[config.mk]
export PLATFORM = sky130hd
export DESIGN_NAME = dram_sched_top
export DESIGN_NICKNAME = d
export VERILOG_FILES = /design/src/hdl/dram_sched_pkg.sv /design/src/hdl/bank_array.sv /design/src/hdl/bank_engine.sv /design/src/hdl/cmd_arbiter.sv /design/src/hdl/dram_sched_top.sv /design/src/hdl/refresh_timer.sv /design/src/hdl/request_queue.sv
export VERILOG_INCLUDE_DIRS = /design/src /design/src/include
export SDC_FILE = /design/constraint.sdc
export NUM_CORES = 1
export LEC_CHECK = 0
export BUFFER_PORTS_ARGS = -buffer_cell sky130_fd_sc_hd__buf_2
export CORE_UTILIZATION = 50
export DETAILED_ROUTE_END_ITERATION = 10
export MAX_ROUTING_LAYER = met4
export PLACE_DENSITY = 0.76
export SYNTH_ARGS = -nofsm -noshare
export SYNTH_HDL_FRONTEND = slang
export SYNTH_SLANG_ARGS = --single-unit
export TNS_END_PERCENT = 1
[constraint.sdc]
create_clock -name clk -period 5.9 [get_ports clk]
set_input_delay 0.295 -clock clk [delete_from_list [all_inputs] [get_ports clk]]
set_output_delay 0.295 -clock clk [all_outputs]
set_load 0.02 [all_outputs]
[src/include/dram_sched_macros.svh]
`ifndef DRAM_SCHED_MACROS_SVH
`define DRAM_SCHED_MACROS_SVH

// address fields, row on top, column in the low bits
`define ROW_W  8
`define BG_W   2
`define BANK_W 2
`define COL_W  4
`define ADDR_W 16

`define NUM_BANKS (1 << (`BG_W + `BANK_W)) // one engine per bank group/bank pair

`define QUEUE_DEPTH 8 // power of two, pointers wrap on their own

// DRAM timing, in clk cycles
`define T_RCD       4 // ACT to RD/WR
`define T_RP        4 // PRE to ACT
`define T_CAS_BURST 6 // column cmd until the bank takes a new request
`define T_CCD_L     3 // column spacing, same bank group
`define T_CCD_S     2 // column spacing, other group
`define T_RRD_L     3 // spacing before PRE, same group
`define T_RRD_S     2
`define T_REFI      200
`define T_RFC       20
`define REF_PERIOD  (`T_REFI + `T_RFC + 1) // cycles from one REF to the next

`endif

[src/hdl/dram_sched_pkg.sv]
`default_nettype none

`include "dram_sched_macros.svh"

package dram_sched_pkg;

	typedef logic [`ADDR_W-1:0] addr_t;
	typedef logic [`ROW_W-1:0]  row_t;
	typedef logic [`BG_W-1:0]   bg_t;
	typedef logic [`BANK_W-1:0] bank_t;
	typedef logic [`COL_W-1:0]  col_t;

	typedef logic [4:0] count_t; // bank countdown, big enough for every wait

	// commands on the DRAM bus
	typedef enum logic [2:0] {RD, WR, ACT, PRE, REF} dram_cmd_e;

	// per-bank progress through one request
	typedef enum logic [2:0] {
		NO_OP,      // free for the next request
		WAIT_CCD_L, // row hit, long column spacing
		WAIT_CCD_S,
		WAIT_RRD_L, // row miss, long spacing before PRE
		WAIT_RRD_S,
		ISSUE_PRE,
		ISSUE_ACT,
		ISSUE_COL
	} bank_op_e;

endpackage

`default_nettype wire

[src/hdl/bank_array.sv]
`default_nettype none

`include "dram_sched_macros.svh"

module bank_array (
	input  logic                      clk,
	input  logic                      rst_n,
	input  logic                      head_valid,
	input  logic                      head_write,
	input  dram_sched_pkg::addr_t     head_addr,
	input  dram_sched_pkg::bg_t       last_bg,   // group of the last issued cmd
	input  logic [`NUM_BANKS-1:0]     grant,
	output logic                      pop,
	output logic [`NUM_BANKS-1:0]     ready,
	output dram_sched_pkg::dram_cmd_e issue_op [`NUM_BANKS],
	output dram_sched_pkg::row_t      issue_row [`NUM_BANKS],
	output dram_sched_pkg::col_t      issue_col [`NUM_BANKS]
);
	import dram_sched_pkg::*;

	row_t                         head_row;
	bg_t                          head_bg;
	bank_t                        head_bank;
	col_t                         head_col;
	logic [`BG_W+`BANK_W-1:0]     sel;       // engine index {bg, bank}
	logic [`NUM_BANKS-1:0]        idle;
	logic [`NUM_BANKS-1:0]        load;
	logic                         hit;
	logic                         same_bg;

	// row | bg | bank | col
	assign {head_row, head_bg, head_bank, head_col} = head_addr;
	assign sel = {head_bg, head_bank};

	assign pop     = head_valid && idle[sel]; // in order, head waits for its bank
	assign load    = pop ? (`NUM_BANKS'(1) << sel) : '0;
	assign hit     = (issue_row[sel] == head_row); // idle engine shows its open row
	assign same_bg = (head_bg == last_bg);

	for (genvar i = 0; i < `NUM_BANKS; i++) begin : g_bank
		bank_engine u_bank_engine (
			.clk          (clk),
			.rst_n        (rst_n),
			.load         (load[i]),
			.load_write   (head_write),
			.load_row     (head_row),
			.load_col     (head_col),
			.load_hit     (hit),
			.load_same_bg (same_bg),
			.grant        (grant[i]),
			.idle         (idle[i]),
			.ready        (ready[i]),
			.issue_op     (issue_op[i]),
			.open_row     (issue_row[i]),
			.issue_col    (issue_col[i])
		);
	end

endmodule

`default_nettype wire

[src/hdl/bank_engine.sv]
`default_nettype none

`include "dram_sched_macros.svh"

module bank_engine (
	input  logic                      clk,
	input  logic                      rst_n,
	input  logic                      load,         // new request for this bank
	input  logic                      load_write,
	input  dram_sched_pkg::row_t      load_row,
	input  dram_sched_pkg::col_t      load_col,
	input  logic                      load_hit,     // target row already open
	input  logic                      load_same_bg, // same group as last issued cmd
	input  logic                      grant,
	output logic                      idle,
	output logic                      ready,
	output dram_sched_pkg::dram_cmd_e issue_op,
	output dram_sched_pkg::row_t      open_row,
	output dram_sched_pkg::col_t      issue_col
);
	import dram_sched_pkg::*;

	bank_op_e state;
	count_t   cnt;
	row_t     row_q;     // row currently open, 0 after reset counts as open
	logic     req_write; // pending request payload
	row_t     req_row;
	col_t     req_col;

	always_ff @(posedge clk) begin
		if (load) begin
			req_write <= load_write;
			req_row   <= load_row;
			req_col   <= load_col;
		end
	end

	always_ff @(posedge clk or negedge rst_n) begin
		if (!rst_n) begin
			state <= NO_OP;
			cnt   <= '0;
			row_q <= '0;
		end else if (load) begin
			// countdown left over from the last burst keeps running in the wait state
			if (load_hit) state <= load_same_bg ? WAIT_CCD_L : WAIT_CCD_S;
			else          state <= load_same_bg ? WAIT_RRD_L : WAIT_RRD_S;
		end else if (state != NO_OP) begin
			if (cnt != '0) begin
				cnt <= cnt - 1'b1; // frozen while idle
			end else begin
				case (state)
					WAIT_CCD_L: begin state <= ISSUE_COL; cnt <= count_t'(`T_CCD_L); end
					WAIT_CCD_S: begin state <= ISSUE_COL; cnt <= count_t'(`T_CCD_S); end
					WAIT_RRD_L: begin state <= ISSUE_PRE; cnt <= count_t'(`T_RRD_L); end
					WAIT_RRD_S: begin state <= ISSUE_PRE; cnt <= count_t'(`T_RRD_S); end
					ISSUE_PRE: if (grant) begin
						state <= ISSUE_ACT;
						cnt   <= count_t'(`T_RP);
					end
					ISSUE_ACT: if (grant) begin
						state <= ISSUE_COL;
						cnt   <= count_t'(`T_RCD);
						row_q <= req_row; // new row now open
					end
					ISSUE_COL: if (grant) begin
						state <= NO_OP;
						cnt   <= count_t'(`T_CAS_BURST); // served by the next request
					end
					default: state <= NO_OP;
				endcase
			end
		end
	end

	assign idle  = (state == NO_OP);
	assign ready = (cnt == '0) && (state inside {ISSUE_PRE, ISSUE_ACT, ISSUE_COL});

	always_comb begin
		case (state)
			ISSUE_PRE: issue_op = PRE;
			ISSUE_ACT: issue_op = ACT;
			default:   issue_op = req_write ? WR : RD;
		endcase
	end

	// ACT carries the row being opened, everything else the open one
	assign open_row  = (state == ISSUE_ACT) ? req_row : row_q;
	assign issue_col = req_col;

endmodule

`default_nettype wire

[src/hdl/cmd_arbiter.sv]
`default_nettype none

`include "dram_sched_macros.svh"

module cmd_arbiter (
	input  logic                      clk,
	input  logic                      rst_n,
	input  logic                      ref_due,
	input  logic                      ref_busy,
	input  logic [`NUM_BANKS-1:0]     ready,
	input  dram_sched_pkg::dram_cmd_e issue_op [`NUM_BANKS],
	input  dram_sched_pkg::row_t      issue_row [`NUM_BANKS],
	input  dram_sched_pkg::col_t      issue_col [`NUM_BANKS],
	output logic [`NUM_BANKS-1:0]     grant,     // one-hot
	output dram_sched_pkg::bg_t       last_bg,
	output logic                      cmd_valid,
	output dram_sched_pkg::dram_cmd_e cmd_op,
	output dram_sched_pkg::bg_t       cmd_bg,
	output dram_sched_pkg::bank_t     cmd_bank,
	output dram_sched_pkg::row_t      cmd_row,
	output dram_sched_pkg::col_t      cmd_col
);
	import dram_sched_pkg::*;

	logic [`BG_W+`BANK_W-1:0] sel;   // lowest ready bank
	logic                     found;
	logic                     take;  // a bank wins this cycle

	always_comb begin
		sel   = '0;
		found = 1'b0;
		for (int i = `NUM_BANKS - 1; i >= 0; i--) begin // last hit is lowest index
			if (ready[i]) begin
				sel   = i[`BG_W+`BANK_W-1:0];
				found = 1'b1;
			end
		end
	end

	assign take  = found && !ref_busy; // ref_due always comes with ref_busy
	assign grant = take ? (`NUM_BANKS'(1) << sel) : '0;

	always_ff @(posedge clk or negedge rst_n) begin
		if (!rst_n) begin
			cmd_valid <= 1'b0;
			last_bg   <= '0;
		end else begin
			cmd_valid <= ref_due || take;
			if (take) last_bg <= sel[`BG_W+`BANK_W-1:`BANK_W]; // REF leaves it alone
		end
	end

	always_ff @(posedge clk) begin
		if (ref_due) begin
			cmd_op   <= REF; // all banks, no address
			cmd_bg   <= '0;
			cmd_bank <= '0;
			cmd_row  <= '0;
			cmd_col  <= '0;
		end else if (take) begin
			cmd_op   <= issue_op[sel];
			cmd_bg   <= sel[`BG_W+`BANK_W-1:`BANK_W];
			cmd_bank <= sel[`BANK_W-1:0];
			cmd_row  <= issue_row[sel];
			cmd_col  <= issue_col[sel];
		end
	end

endmodule

`default_nettype wire

[src/hdl/dram_sched_top.sv]
`default_nettype none

`include "dram_sched_macros.svh"

module dram_sched_top (
	input  logic                      clk,
	input  logic                      rst_n,
	input  logic                      req_valid,
	input  logic                      req_write,
	input  dram_sched_pkg::addr_t     req_addr,
	output logic                      queue_full,
	output logic                      pending_request,
	output logic                      cmd_valid,
	output dram_sched_pkg::dram_cmd_e cmd_op,
	output dram_sched_pkg::bg_t       cmd_bg,
	output dram_sched_pkg::bank_t     cmd_bank,
	output dram_sched_pkg::row_t      cmd_row,
	output dram_sched_pkg::col_t      cmd_col
);
	import dram_sched_pkg::*;

	logic                  head_valid;
	logic                  head_write;
	addr_t                 head_addr;
	logic                  pop;
	logic [`NUM_BANKS-1:0] ready;
	logic [`NUM_BANKS-1:0] grant;
	dram_cmd_e             issue_op [`NUM_BANKS];
	row_t                  issue_row [`NUM_BANKS];
	col_t                  issue_col [`NUM_BANKS];
	bg_t                   last_bg;
	logic                  ref_due;
	logic                  ref_busy;

	request_queue u_request_queue (
		.clk (clk), .rst_n (rst_n),
		.req_valid (req_valid), .req_write (req_write), .req_addr (req_addr), .pop (pop),
		.head_valid (head_valid), .head_write (head_write), .head_addr (head_addr),
		.queue_full (queue_full), .pending_request (pending_request)
	);

	bank_array u_bank_array (
		.clk (clk), .rst_n (rst_n),
		.head_valid (head_valid), .head_write (head_write), .head_addr (head_addr),
		.last_bg (last_bg), .grant (grant), .pop (pop), .ready (ready),
		.issue_op (issue_op), .issue_row (issue_row), .issue_col (issue_col)
	);

	refresh_timer u_refresh_timer (
		.clk (clk), .rst_n (rst_n), .ref_due (ref_due), .ref_busy (ref_busy)
	);

	cmd_arbiter u_cmd_arbiter (
		.clk (clk), .rst_n (rst_n), .ref_due (ref_due), .ref_busy (ref_busy),
		.ready (ready), .issue_op (issue_op), .issue_row (issue_row), .issue_col (issue_col),
		.grant (grant), .last_bg (last_bg), .cmd_valid (cmd_valid), .cmd_op (cmd_op),
		.cmd_bg (cmd_bg), .cmd_bank (cmd_bank), .cmd_row (cmd_row), .cmd_col (cmd_col)
	);

endmodule

`default_nettype wire

[src/hdl/refresh_timer.sv]
`default_nettype none

`include "dram_sched_macros.svh"

module refresh_timer (
	input  logic clk,
	input  logic rst_n,
	output logic ref_due,  // one cycle, REF goes out next
	output logic ref_busy  // bus closed to bank commands
);
	localparam int REFI_W = $clog2(`T_REFI + 1);
	localparam int RFC_W  = $clog2(`T_RFC + 1);

	logic [REFI_W-1:0] refi_cnt;
	logic [RFC_W-1:0]  rfc_cnt;

	always_ff @(posedge clk or negedge rst_n) begin
		if (!rst_n) begin
			refi_cnt <= REFI_W'(`T_REFI);
			rfc_cnt  <= RFC_W'(`T_RFC);
		end else if (refi_cnt != '0) begin
			refi_cnt <= refi_cnt - 1'b1; // interval running
		end else if (rfc_cnt != '0) begin
			rfc_cnt <= rfc_cnt - 1'b1;   // refresh in progress
		end else begin
			refi_cnt <= REFI_W'(`T_REFI); // done, start next interval
			rfc_cnt  <= RFC_W'(`T_RFC);
		end
	end

	// busy for the due cycle plus T_RFC more
	assign ref_busy = (refi_cnt == '0);
	assign ref_due  = ref_busy && (rfc_cnt == RFC_W'(`T_RFC));

endmodule

`default_nettype wire

[src/hdl/request_queue.sv]
`default_nettype none

`include "dram_sched_macros.svh"

module request_queue (
	input  logic                   clk,
	input  logic                   rst_n,
	input  logic                   req_valid,       // strobe from the parser
	input  logic                   req_write,
	input  dram_sched_pkg::addr_t  req_addr,
	input  logic                   pop,             // head taken by a bank
	output logic                   head_valid,
	output logic                   head_write,
	output dram_sched_pkg::addr_t  head_addr,
	output logic                   queue_full,
	output logic                   pending_request  // last offered request was dropped
);
	import dram_sched_pkg::*;

	localparam int PTR_W = $clog2(`QUEUE_DEPTH);

	addr_t            mem_addr [`QUEUE_DEPTH]; // entry storage
	logic             mem_write [`QUEUE_DEPTH];
	logic [PTR_W-1:0] wr_ptr;
	logic [PTR_W-1:0] rd_ptr;
	logic [PTR_W:0]   count;
	logic [PTR_W:0]   count_nxt;
	logic             push;

	// a full queue still takes a request when the head leaves on the same edge
	assign push = req_valid && (!queue_full || pop);

	always_comb begin
		case ({push, pop})
			2'b10:   count_nxt = count + 1'b1;
			2'b01:   count_nxt = count - 1'b1;
			default: count_nxt = count; // both or neither
		endcase
	end

	always_ff @(posedge clk) begin
		if (push) begin
			mem_addr[wr_ptr]  <= req_addr;
			mem_write[wr_ptr] <= req_write;
		end
	end

	always_ff @(posedge clk or negedge rst_n) begin
		if (!rst_n) begin
			wr_ptr          <= '0;
			rd_ptr          <= '0;
			count           <= '0;
			queue_full      <= 1'b0;
			pending_request <= 1'b0;
		end else begin
			if (push) wr_ptr <= wr_ptr + 1'b1;
			if (pop)  rd_ptr <= rd_ptr + 1'b1;
			count      <= count_nxt;
			queue_full <= (count_nxt == (PTR_W+1)'(`QUEUE_DEPTH));
			if (push)
				pending_request <= 1'b0; // cleared by any accepted request
			else if (req_valid)
				pending_request <= 1'b1; // refused, parser must offer again
		end
	end

	assign head_valid = (count != '0);
	assign head_addr  = mem_addr[rd_ptr];
	assign head_write = mem_write[rd_ptr];

endmodule

`default_nettype wire

== Yosys cells after proc, flatten, opt, wreduce, memory -nomap -nowiden ==
Memories as Yosys holds them, arrays and structs flattened.
Index checks and enable logic that the tools add are counted.

* Flip-flop bits (word level): 511
* Memory bits (writable): 136
* Bits of input ports: 20
* Output and inout bits: 22
* Word-level logic and storage cells: 940
* Memories: 2

{| class="wikitable"
|+ Memory list
! name !! depth !! width !! rd ports !! clocked after Yosys merged registers in !! write ports !! line !! RTL
|-
| u_request_queue.mem_addr || 8 || 16 || 1 || 0 || 1 || request_queue.sv:22 || <nowiki>addr_t mem_addr [`QUEUE_DEPTH];</nowiki>
|-
| u_request_queue.mem_write || 8 || 1 || 1 || 0 || 1 || request_queue.sv:23 || <nowiki>logic mem_write [`QUEUE_DEPTH];</nowiki>
|}

* Add/subtract/negate cells: 22
* Order comparisons: 3
* Eq/ne operators: 215
* Shift operators: 2
* Multiplexer cells: 283
* Bitwise logic cells: 34
* Reductions and logical operators: 269

{| class="wikitable"
|+ Operator list
! cell !! number
|-
| $pmux 5 s4 || 16
|-
| $mux 3 || 100
|-
| $mux 5 || 49
|-
| $pmux 3 s5 || 16
|-
| $reduce_and 5->1 || 48
|-
| $eq 3x3->1 const B || 64
|-
| $mux 8 || 22
|-
| $reduce_bool 5->1 || 33
|-
| $reduce_or 2->1 || 80
|-
| $ne 3x2->1 const B || 48
|-
| $eq 3x2->1 const B || 32
|-
| $reduce_bool 3->1 || 32
|-
| $sub 5x1->5 const B || 17
|-
| $logic_not 5->1 || 16
|-
| $mux 4 || 18
|-
| $bmux 8 s4 || 2
|-
| $pmux 2 s2 || 16
|-
| $eq 3x1->1 const B || 16
|-
| $logic_not 3->1 || 16
|-
| $ne 3x1->1 const B || 16
|-
| $ne 3x3->1 const B || 16
|-
| $mux 1 || 37
|-
| $ne 2x1->1 const B || 17
|-
| $reduce_bool 2->1 || 17
|-
| 27 further kinds || 84
|}

== Longest topological paths before layout ==
Gate-level depths: netlist of run 1.

* Depth after elaboration: 26
* Gate-level depth with buffers: 18
* Mapped depth without buffers: 16

== Cells and area by module ==
A second synthesis of run 1 with hierarchy kept.

* Cell total of the unflattened synthesis: 2717
* Area total of the unflattened synthesis: 33925.0 µm²

{| class="wikitable"
|+ By module, submodules not included
! module !! instances !! cells an instance !! area each (µm²) !! seq. area each (µm²)
|-
| bank_engine at u_bank_array.g_bank[1].u_bank_engine ... || 9 || 118 || 1428.9 || 790.8
|-
| bank_engine at u_bank_array.g_bank[0].u_bank_engine ... || 6 || 105 || 1400.1 || 790.8
|-
| request_queue || 1 || 256 || 5815.6 || 4384.2
|-
| cmd_arbiter || 1 || 440 || 3178.0 || 455.4
|-
| bank_array || 1 || 148 || 1498.9 || 0.0
|-
| bank_engine at u_bank_array.g_bank[15].u_bank_engine || 1 || 106 || 1410.1 || 790.8
|-
| refresh_timer || 1 || 75 || 762.0 || 331.6
|}

== Worst setup path after synthesis of run 1 ==
Ideal clock, no wire load.

* Path kind: flip-flop to flip-flop
* Start point: reg u_request_queue.rd_ptr[0]
* End point: mem u_request_queue.mem_addr[0][0] (netlist name) (enable)
* Setup time: 0.435 ns
* Arrival: 4.379 ns
* Required time: 5.465 ns
* Path slack: 1.087 ns
* Stages on the path, launching flop included: 11
* Buffers on the path: 4
* Clock period less this slack: 4.813 ns
* Cells stage by stage: dfrtp_1 buf_2 buf_1 buf_2 mux2i_1 clkbuf_1 o211ai_1 o21ai_1 o21a_1 inv_1 nor4_1

* Word-level cells in the longest chain between the ends: 8

{| class="wikitable"
|+ Ends and longest elaborated chain
! item !! line !! RTL
|-
| start, declared || request_queue.sv:25 || <nowiki>logic [PTR_W-1:0] rd_ptr;</nowiki>
|-
| start signal, assigned || request_queue.sv:57 || <nowiki>if (pop) rd_ptr <= rd_ptr + 1'b1;</nowiki>
|-
| $mem_v2 8x16 || n/a ||
|-
| $bmux 1 s4 || bank_array.sv:35 || <nowiki>assign pop = head_valid && idle[sel];</nowiki>
|-
| $mux 1 (implied by the code) || bank_array.sv:35 ||
|-
| $logic_and 1x1->1 || bank_array.sv:35 ||
|-
| via pop || dram_sched_top.sv:25 || <nowiki>logic pop;</nowiki>
|-
| $logic_or 1x1->1 || request_queue.sv:31 || <nowiki>assign push = req_valid && (!queue_full || pop);</nowiki>
|-
| $logic_and 1x1->1 || request_queue.sv:31 ||
|-
| $mux 1 || request_queue.sv:42 || <nowiki>if (push) begin</nowiki>
|-
| $mux 1 (implied by the code) || request_queue.sv:43 || <nowiki>mem_addr[wr_ptr] <= req_addr;</nowiki>
|-
| end, declared || request_queue.sv:22 ||
|}

The timed path passes the listed nets, and every way through them passes these cells. The select of a mux whose other input is x is not followed.

== Worst setup path after layout of run 1 ==
* Start point: reg u_request_queue.rd_ptr[0]
* End point: reg u_bank_array.g_bank[10].u_bank_engine.state[2]

* Elaborated cells on any way between the ends: 21
* Those cells by class: eq/ne (6); shift (1); mux (9); bitwise (1); reduce/logical (3); memory (1)

{| class="wikitable"
|+ RTL lines
! item !! line !! RTL
|-
| $mem_v2 8x16 || n/a ||
|-
| via head_addr[8] || dram_sched_top.sv:24 || <nowiki>addr_t head_addr;</nowiki>
|-
| $eq 8x8->1 || bank_array.sv:37 || <nowiki>assign hit = (issue_row[sel] == head_row);</nowiki>
|-
| $mux 3 || bank_engine.sv:45 || <nowiki>if (load_hit) state <= load_same_bg ? WAIT_CCD_L : WAIT_CCD_S;</nowiki>
|-
| $mux 3 || bank_engine.sv:43 || <nowiki>end else if (load) begin</nowiki>
|-
| end signal, assigned || bank_engine.sv:45 ||
|-
| end signal, assigned || bank_engine.sv:46 || <nowiki>else state <= load_same_bg ? WAIT_RRD_L : WAIT_RRD_S;</nowiki>
|-
| end, declared || bank_engine.sv:23 || <nowiki>bank_op_e state;</nowiki>
|}

The timed path passes the listed nets, and every way through them passes these cells. The select of a mux whose other input is x is not followed.
A chain may end at the register's enable or synchronous reset.

==> results.txt, run 1 <==
----------------------------------------------------
[Placement]
  Worst slack at placement ... 0.813 ns
  Input/output buffers ... 41
  Detailed placement HPWL ... 65.5 mm
  Final weighted congestion of routability-driven global placement ... 0.986

[Floorplanning]
  Number of rows in the core area ... 92
  Starting Density ... 0.509
  I/O pin cnt ... 42
  Full die area ... 65500 um^2
  Die boundary width ... 256 um
  Chip height ... 256 um
  Core outline area ... 63400 um^2

[CTS]
  Total clock sinks ... 647
  Total clock buffers created by CTS ... 70
  H-Tree Depth ... 3
  Clk root buf ... sky130_fd_sc_hd__clkbuf_16
  Clock Latency Late Sink ... 0.63 ns
  Clock Pin Slew Worst Setup and Hold Paths ... 0.06 ns
  TritonCTS clock tree ... yes
  Maximum clock path buffer count ... 3
  CTS resizes ... 0

[Logic synthesis]
  Cell taking the most area after synthesis ... sky130_fd_sc_hd__edfxtp_1
  Synth top area cells ... sky130_fd_sc_hd__edfxtp_1 (32%), sky130_fd_sc_hd__dfrtp_1 (22%), sky130_fd_sc_hd__mux2i_1 (6.9%), sky130_fd_sc_hd__mux2_2 (5.2%), sky130_fd_sc_hd__mux4_2 (3.8%)
  Per-instance average area after synthesis ... 12.2 um^2
  Sequential area share after synthesis ... 0.552
  Number of library cell types mapped by synthesis ... 103
  Warnings, synthesis ... 0
  Post-synthesis cell count ... 2636
  Count of state elements after synthesis ... 647
  Post-synth top area share ... 0.320
  Count of flip-flops with a built-in enable after synthesis ... 344
  Nets in the synthesized netlist ... 2687
  Cell area after technology mapping ... 32300 um^2
  Asr flop ratio synth ... 0.439
  Most used flip-flop cell after synthesis ... sky130_fd_sc_hd__edfxtp_1

[STA]
  Crit path setup slack, layout ... 0.728 ns
  Time the final worst path needs with I/O delays and setup ... 5.17 ns
  Worst Hold Slack ... 0.262 ns
  Setup_tns ... 0 ns
  Number of failing hold endpoints at the final stage ... 0
  Clock tree skew after final layout ... 0.0329 ns
  Headroom to the max-slew limit ... 0.0916
  Transition at the pin with the smallest max-transition slack ... 1.36 ns
  Final setup vio count ... 0
  Setup repair after global routing missed its margin ... no
  Final worst-path cycle share ... 0.877
  Fin. max-slew vios ... 0
  Peak Freq ... 193 MHz

[Critical path]
  Kind of capture point of the worst setup path ... flip-flop
  Critical path required time ... 6.44 ns
  Launch point of the critical path ... u_request_queue.rd_ptr[0]
  Arrival time of data at the critical path endpoint ... 5.71 ns
  RR Startpoint ... u_request_queue.rd_ptr[0]
  Critical Path Fanout Max ... 16
  Class of the most critical setup path ... reg -> reg
  Element type at the critical path start ... flip-flop

[Route]
  Drc violations ... 0
  Vias post-DR ... 23414
  Per-cell routed wire length ... 26.3 um
  Antenna viol nets, final ... 0
  Violation count after the first detailed-routing iteration ... 3017
  DRT Pass-1 Iters ... 6
  Final wirelength ... 94.6 mm
  Per-cell via count in the routed design ... 6.50

[Power and ir drop]
  Internal Pwr Total ... 12.2 mW
  Part of the total power dissipated in sequential elements ... 0.326
  Clk pwr share ... 0.204
  Power Dens Cells ... 598 nW/um^2
  Total power draw ... 21.6 mW
  Switching power summed over all nets ... 9.39 mW
  Standby leakage power ... 14.8 nW
  Switching power as a share of total power ... 0.434
  Combinational share of power ... 0.470
  VDD IR-drop max ... 0.000395 V

[Layout]
  Area overhead of the layout relative to synthesis ... 12.0%
  Fraction of layout instances using a drive strength above 1 ... 0.187
  Final core utilization ... 0.570
  Count of fill cells added during filler insertion ... 5011
  Leading cell type in the layout, fill and taps excluded ... sky130_fd_sc_hd__edfxtp_1
  Number of nets in the layout ... 2750
  Leading cell types in the layout, fill and taps excluded ... sky130_fd_sc_hd__edfxtp_1 (344), sky130_fd_sc_hd__dfrtp_1 (278), sky130_fd_sc_hd__nand2_1 (243)

[Global route]
  First-pass GRT wire length ... 142 mm
  Remaining global-route overflow ... 0
  Vias in the first global route ... 22913
  Pin count of the biggest net entering global routing ... 139
  GRT Util Overall ... 0.296
  Number of antenna violations at the first check in global routing ... 3

[Flow run]
  Number of maximum-capacitance constraint violations ... 0

[Worst hold path]
  Worst Hold Class ... in -> async

[Outcome]
  Run status ... complete, no violations

----------------------------------------------------
[through the flow]
step / std cells / instance area, um^2
2_1_floorplan: 2636 / 32300
3_3_place_gp: 3454 / 33700
3_5_place_dp: 3454 / 33700
4_1_cts: 3601 / 36100
5_1_grt: 3602 / 36100
6_report: 3602 / 36100
[power by group through the flow]
stage | registers [mW] | clock network (mW) | logic, mW
2_1_floorplan | 6.61 | 0 | 6.79
6_report | 7.05 | 4.42 | 10.2
4_1_cts | 7.01 | 4.47 | 9.86
5_1_grt | 7.17 | 4.65 | 10.7
3_5_place_dp | 7.09 | 0 | 9.80
3_3_place_gp | 7.02 | 0 | 9.59
[flip-flops by register name (all words and copies together), names as in the netlist, 2 cells and up]
| name | cells |
|---|---|
| u_request_queue.count | 4 |
| u_refresh_timer.refi_cnt | 8 |
| u_bank_array.g_bank.u_bank_engine.state | 48 |
| u_bank_array.g_bank.u_bank_engine.req_write | 16 |
| u_cmd_arbiter.cmd_op | 3 |
| u_request_queue.rd_ptr | 3 |
| u_cmd_arbiter.cmd_row | 8 |
| u_refresh_timer.rfc_cnt | 5 |
| u_cmd_arbiter.cmd_bg | 2 |
| u_cmd_arbiter.last_bg | 2 |
| u_request_queue.wr_ptr | 3 |
| u_bank_array.g_bank.u_bank_engine.row_q | 128 |
| u_bank_array.g_bank.u_bank_engine.issue_col | 64 |
| u_request_queue.mem_write | 8 |
| u_request_queue.mem_addr | 128 |
| u_bank_array.g_bank.u_bank_engine.cnt | 80 |
| u_cmd_arbiter.cmd_col | 4 |
| u_bank_array.g_bank.u_bank_engine.req_row | 128 |
| u_cmd_arbiter.cmd_bank | 2 |
[routing by layer]
metal  GRT usage  wire length [um]  share of wire
met1       0.388             37600           0.40
met2       0.444             43300           0.46
met3      0.0728              9960           0.11
met4       0.114              3750          0.040
met5           -                 0              0
[repair_timing]
| item | CTS | global route |
|---|---|---|
| endpoints found under the hold margin | 211 | 0 |
| setup endpoints to repair | 0 | 0 |
| buffers inserted | 0 | 0 |
| hold buffers | 19 | 0 |
[path summary, 6_finish.rpt]
| check | to | slack, ns | cells past startpoint |
|---|---|---|---|
| max in group asynchronous | u_request_queue.rd_ptr[0] | 4.15 | 3 |
| min in group clk | u_cmd_arbiter.cmd_bg[1] | 0.45 | 2 |
| setup reg to reg | u_bank_array.g_bank[10].u_bank_engine.state[2] | 0.73 | 14 |
| hold / removal | u_refresh_timer.refi_cnt[2] | 0.26 | 2 |
| hold reg to reg | u_cmd_arbiter.cmd_bg[1] | 0.45 | 2 |
| setup / recovery | u_bank_array.g_bank[10].u_bank_engine.state[2] | 0.73 | 14 |
[synth_stat cells (all sizes together) (17+ instances only)]
master,count
xnor2,44
nor3,73
xor2,26
nor2,129
ha,30
inv,72
edfxtp,344
dfrtp,279
mux4,54
a221o,18
a211oi,33
nand2,245
mux2,150
o21ai,133
nor4,21
buf,54
nand3,54
a21oi,101
clkbuf,98
o22ai,17
nand2b,23
mux2i,223
a31oi,31
or3,21
o211ai,35
dfxtp,19
[critical path, cell delays in order (launching register included)]
cell,delay (ns)
sky130_fd_sc_hd__dfrtp_2,0.59
sky130_fd_sc_hd__buf_4,0.36
sky130_fd_sc_hd__mux4_2,0.53
sky130_fd_sc_hd__mux2i_1,0.61
sky130_fd_sc_hd__inv_1,0.32
sky130_fd_sc_hd__xnor2_1,0.23
sky130_fd_sc_hd__nor3_1,0.07
sky130_fd_sc_hd__o21ai_0,0.26
sky130_fd_sc_hd__a211oi_1,0.13
sky130_fd_sc_hd__a41oi_1,0.37
sky130_fd_sc_hd__ha_1,0.91
sky130_fd_sc_hd__buf_4,0.30
sky130_fd_sc_hd__a21oi_1,0.08
sky130_fd_sc_hd__a21oi_1,0.16
sky130_fd_sc_hd__a2bb2oi_1,0.17
[final cells by class]
cell class	instances	area, um^2	share of cell area
Sequential cell	647	17800	0.493
Multi-Input combinational cell	1764	13600	0.377
Clock buffer	94	1950	0.0538
Tap cell	846	1060	0.0293
Timing Repair Buffer	143	1050	0.0291
Clock inverter	34	343	0.00948
Inverter	73	274	0.00758
Antenna cell	1	2.50	0.0000692
[cell families (layout without fill, tap and decap cells)]
family	count (synthesis)	count (layout)	synth area share
buf+inv	225	344	0.0274
xor+xnor	70	70	0.0190
mux	427	427	0.159
other cells	0	1	0
fa+ha+maj	31	31	0.0123
flops	647	647	0.552
compound gates	556	556	0.122
simple gates	680	680	0.107
No activity file was read; power rests on OpenSTA's default activity.
==> run 2: changes to the inputs <==
--- a/config.mk
+++ b/config.mk
@@ -7,6 +7,7 @@
 export NUM_CORES = 1
 export LEC_CHECK = 0
 export BUFFER_PORTS_ARGS = -buffer_cell sky130_fd_sc_hd__buf_2
+export CORE_ASPECT_RATIO = 0.9
 export CORE_UTILIZATION = 50
 export DETAILED_ROUTE_END_ITERATION = 10
 export MAX_ROUTING_LAYER = met4
==> run 2 against run 1 <==
Worst setup slack got worse by 0.22 ns. Non-clock buffer count decreased by 5. Combinational power about the same. Hold slack got worse by 0.0091 ns. Final cell count decreased by 0.25%. Sequential cell count unchanged. Count of clock-buffer cells in the layout increased by 7. Register-to-register slack got worse by 0.22 ns. Final area decreased by 0.29%. Sequential power about the same. Via count increased by 0.97%.
==> results.txt, run 2 (synthesized netlist as in run 1, its figures left out) <==
----------------------------------------------------
[Outcome]
  Run status ... complete, no violations

[Layout]
  Count of fill cells added during filler insertion ... 4983
  Fraction of layout instances using a drive strength above 1 ... 0.186
  Total area of sequential cells ... 17800 um^2
  Number of nets in the layout ... 2743
  Biggest registers after layout ... u_bank_array.g_bank.u_bank_engine.req_row: 128 flops, u_bank_array.g_bank.u_bank_engine.row_q: 128 flops, u_request_queue.mem_addr: 128 flops
  Leading cell types in the layout, fill and taps excluded ... sky130_fd_sc_hd__edfxtp_1 (344), sky130_fd_sc_hd__dfrtp_1 (278), sky130_fd_sc_hd__nand2_1 (243)
  Footprint of the multi-input gates ... 13600 um^2
  Area overhead of the layout relative to synthesis ... 11.7%
  Leading cell type in the layout, fill and taps excluded ... sky130_fd_sc_hd__edfxtp_1
  Ant. Diodes ... 0

[Global route]
  Vias in the first global route ... 23086
  First-pass GRT wire length ... 142 mm
  Remaining global-route overflow ... 0
  GRT Util Overall ... 0.295
  Number of antenna violations at the first check in global routing ... 0
  Pin count of the biggest net entering global routing ... 132

[Route]
  Drc violations ... 0
  Antenna viol nets, final ... 0
  Vias post-DR ... 23641
  DRT Pass-1 Iters ... 9
  Violation count after the first detailed-routing iteration ... 3177
  Final wirelength ... 94.3 mm
  Per-cell via count in the routed design ... 6.58
  Per-cell routed wire length ... 26.2 um

[Critical path]
  Arrival time of data at the critical path endpoint ... 5.92 ns
  Critical Path Fanout Max ... 18
  Element type at the critical path start ... flip-flop
  Critical path required time ... 6.43 ns
  Internal reg-to-reg setup slack ... 0.51 ns
  Class of the most critical setup path ... reg -> reg
  Kind of capture point of the worst setup path ... flip-flop

[STA]
  Time the final worst path needs with I/O delays and setup ... 5.39 ns
  Peak Freq ... 186 MHz
  Setup_tns ... 0 ns
  Worst Hold Slack ... 0.253 ns
  Fin. max-slew vios ... 0
  Number of failing hold endpoints at the final stage ... 0
  Clock tree skew after final layout ... 0.0287 ns
  Setup repair after global routing missed its margin ... no
  Final worst-path cycle share ... 0.913
  Headroom to the max-slew limit ... 0.129
  Transition at the pin with the smallest max-transition slack ... 1.29 ns
  Final setup vio count ... 0

[CTS]
  Clock Pin Slew Worst Setup and Hold Paths ... 0.06 ns
  Clk root buf ... sky130_fd_sc_hd__clkbuf_16
  Total clock sinks ... 647
  H-Tree Depth ... 3
  TritonCTS clock tree ... yes
  Maximum clock path buffer count ... 3
  Number of post-CTS setup repair buffers ... 0
  Clock Latency Late Sink ... 0.63 ns
  Total clock buffers created by CTS ... 68

[Floorplanning]
  I/O pin cnt ... 42
  Die boundary width ... 270 um
  Starting Density ... 0.510
  Number of rows in the core area ... 87
  Core outline area ... 63200 um^2
  Full die area ... 65500 um^2
  Chip height ... 243 um

[Worst hold path]
  Worst Hold Class ... in -> async

[Placement]
  Final weighted congestion of routability-driven global placement ... 0.991
  Detailed placement HPWL ... 64.0 mm
  Input/output buffers ... 41

[Power and ir drop]
  VDD IR-drop max ... 0.000358 V
  Total power draw ... 21.5 mW
  Power Dens Cells ... 597 nW/um^2
  Standby leakage power ... 14.8 nW

[Flow run]
  Number of maximum-capacitance constraint violations ... 0

----------------------------------------------------
## run 2: cell type report
type	count	area share
Clock buffer	101	0.0546
Inverter	73	0.00760
Timing Repair Buffer	138	0.0282
Multi-Input combinational cell	1764	0.379
Tap cell	845	0.0293
Clock inverter	25	0.00708
Sequential cell	647	0.495
## run 2: final timing paths
kind                                                             endpoint  cells past startpoint                      start
setup / recovery            u_bank_array.g_bank[7].u_bank_engine.state[1]                     12  u_request_queue.rd_ptr[1]
hold / removal              u_bank_array.g_bank[5].u_bank_engine.state[1]                      2                      rst_n
setup reg to reg            u_bank_array.g_bank[7].u_bank_engine.state[1]                     12  u_request_queue.rd_ptr[1]
hold reg to reg                                   u_cmd_arbiter.cmd_op[2]                      2    u_cmd_arbiter.cmd_op[2]
max in group asynchronous  u_bank_array.g_bank[14].u_bank_engine.row_q[4]                      3                      rst_n
min in group clk                                  u_cmd_arbiter.cmd_op[2]                      2    u_cmd_arbiter.cmd_op[2]
## run 2: power by group
group / total [mW] / switching [mW] / internal, mW
Clock: 4.30 / 1.87 / 2.43
Sequential: 7.04 / 0.960 / 6.08
Combinational: 10.2 / 6.61 / 3.55
Total: 21.5 / 9.44 / 12.1
## run 2: timing repair
| action | CTS | global route |
|---|---|---|
| hold endpoints to repair | 211 | 0 |
| endpoints found under the setup margin | 0 | 1 |
| hold buffers | 19 | 0 |
| gates resized for setup | 0 | 1 |
## run 2: worst max-delay path, cell delays in order, from the launching register on
cell                       delay [ns]
sky130_fd_sc_hd__dfrtp_1         0.81
sky130_fd_sc_hd__buf_4           0.37
sky130_fd_sc_hd__mux4_2          0.33
sky130_fd_sc_hd__mux2i_1         0.76
sky130_fd_sc_hd__inv_1           0.68
sky130_fd_sc_hd__xnor2_1         0.33
sky130_fd_sc_hd__nor3_1          0.20
sky130_fd_sc_hd__o21ai_0         0.12
sky130_fd_sc_hd__a211oi_1        0.38
sky130_fd_sc_hd__a41oi_1         0.15
sky130_fd_sc_hd__ha_2            0.76
sky130_fd_sc_hd__a221oi_1        0.18
sky130_fd_sc_hd__a31oi_1         0.21
## run 2: metrics by stage
| step | setup slack [ns] | std cells | util | instance area, um^2 |
|---|---|---|---|---|
| floorplan | 1.09 | 2636 | - | 32300 |
| global placement | 0.557 | 3448 | 0.532 | 33600 |
| detailed placement | 0.408 | 3448 | 0.532 | 33600 |
| CTS | 0.373 | 3593 | 0.570 | 36000 |
| global route | 0.275 | 3593 | 0.570 | 36000 |
| finish | 0.512 | 3593 | 0.570 | 36000 |
## run 2: routing by layer
metal	up-vias	GRT usage	share of wire
met5	-	-	0
met4	0	0.114	0.041
met3	232	0.0683	0.11
met2	1431	0.442	0.45
met1	11838	0.391	0.40
li1	10140	-	-
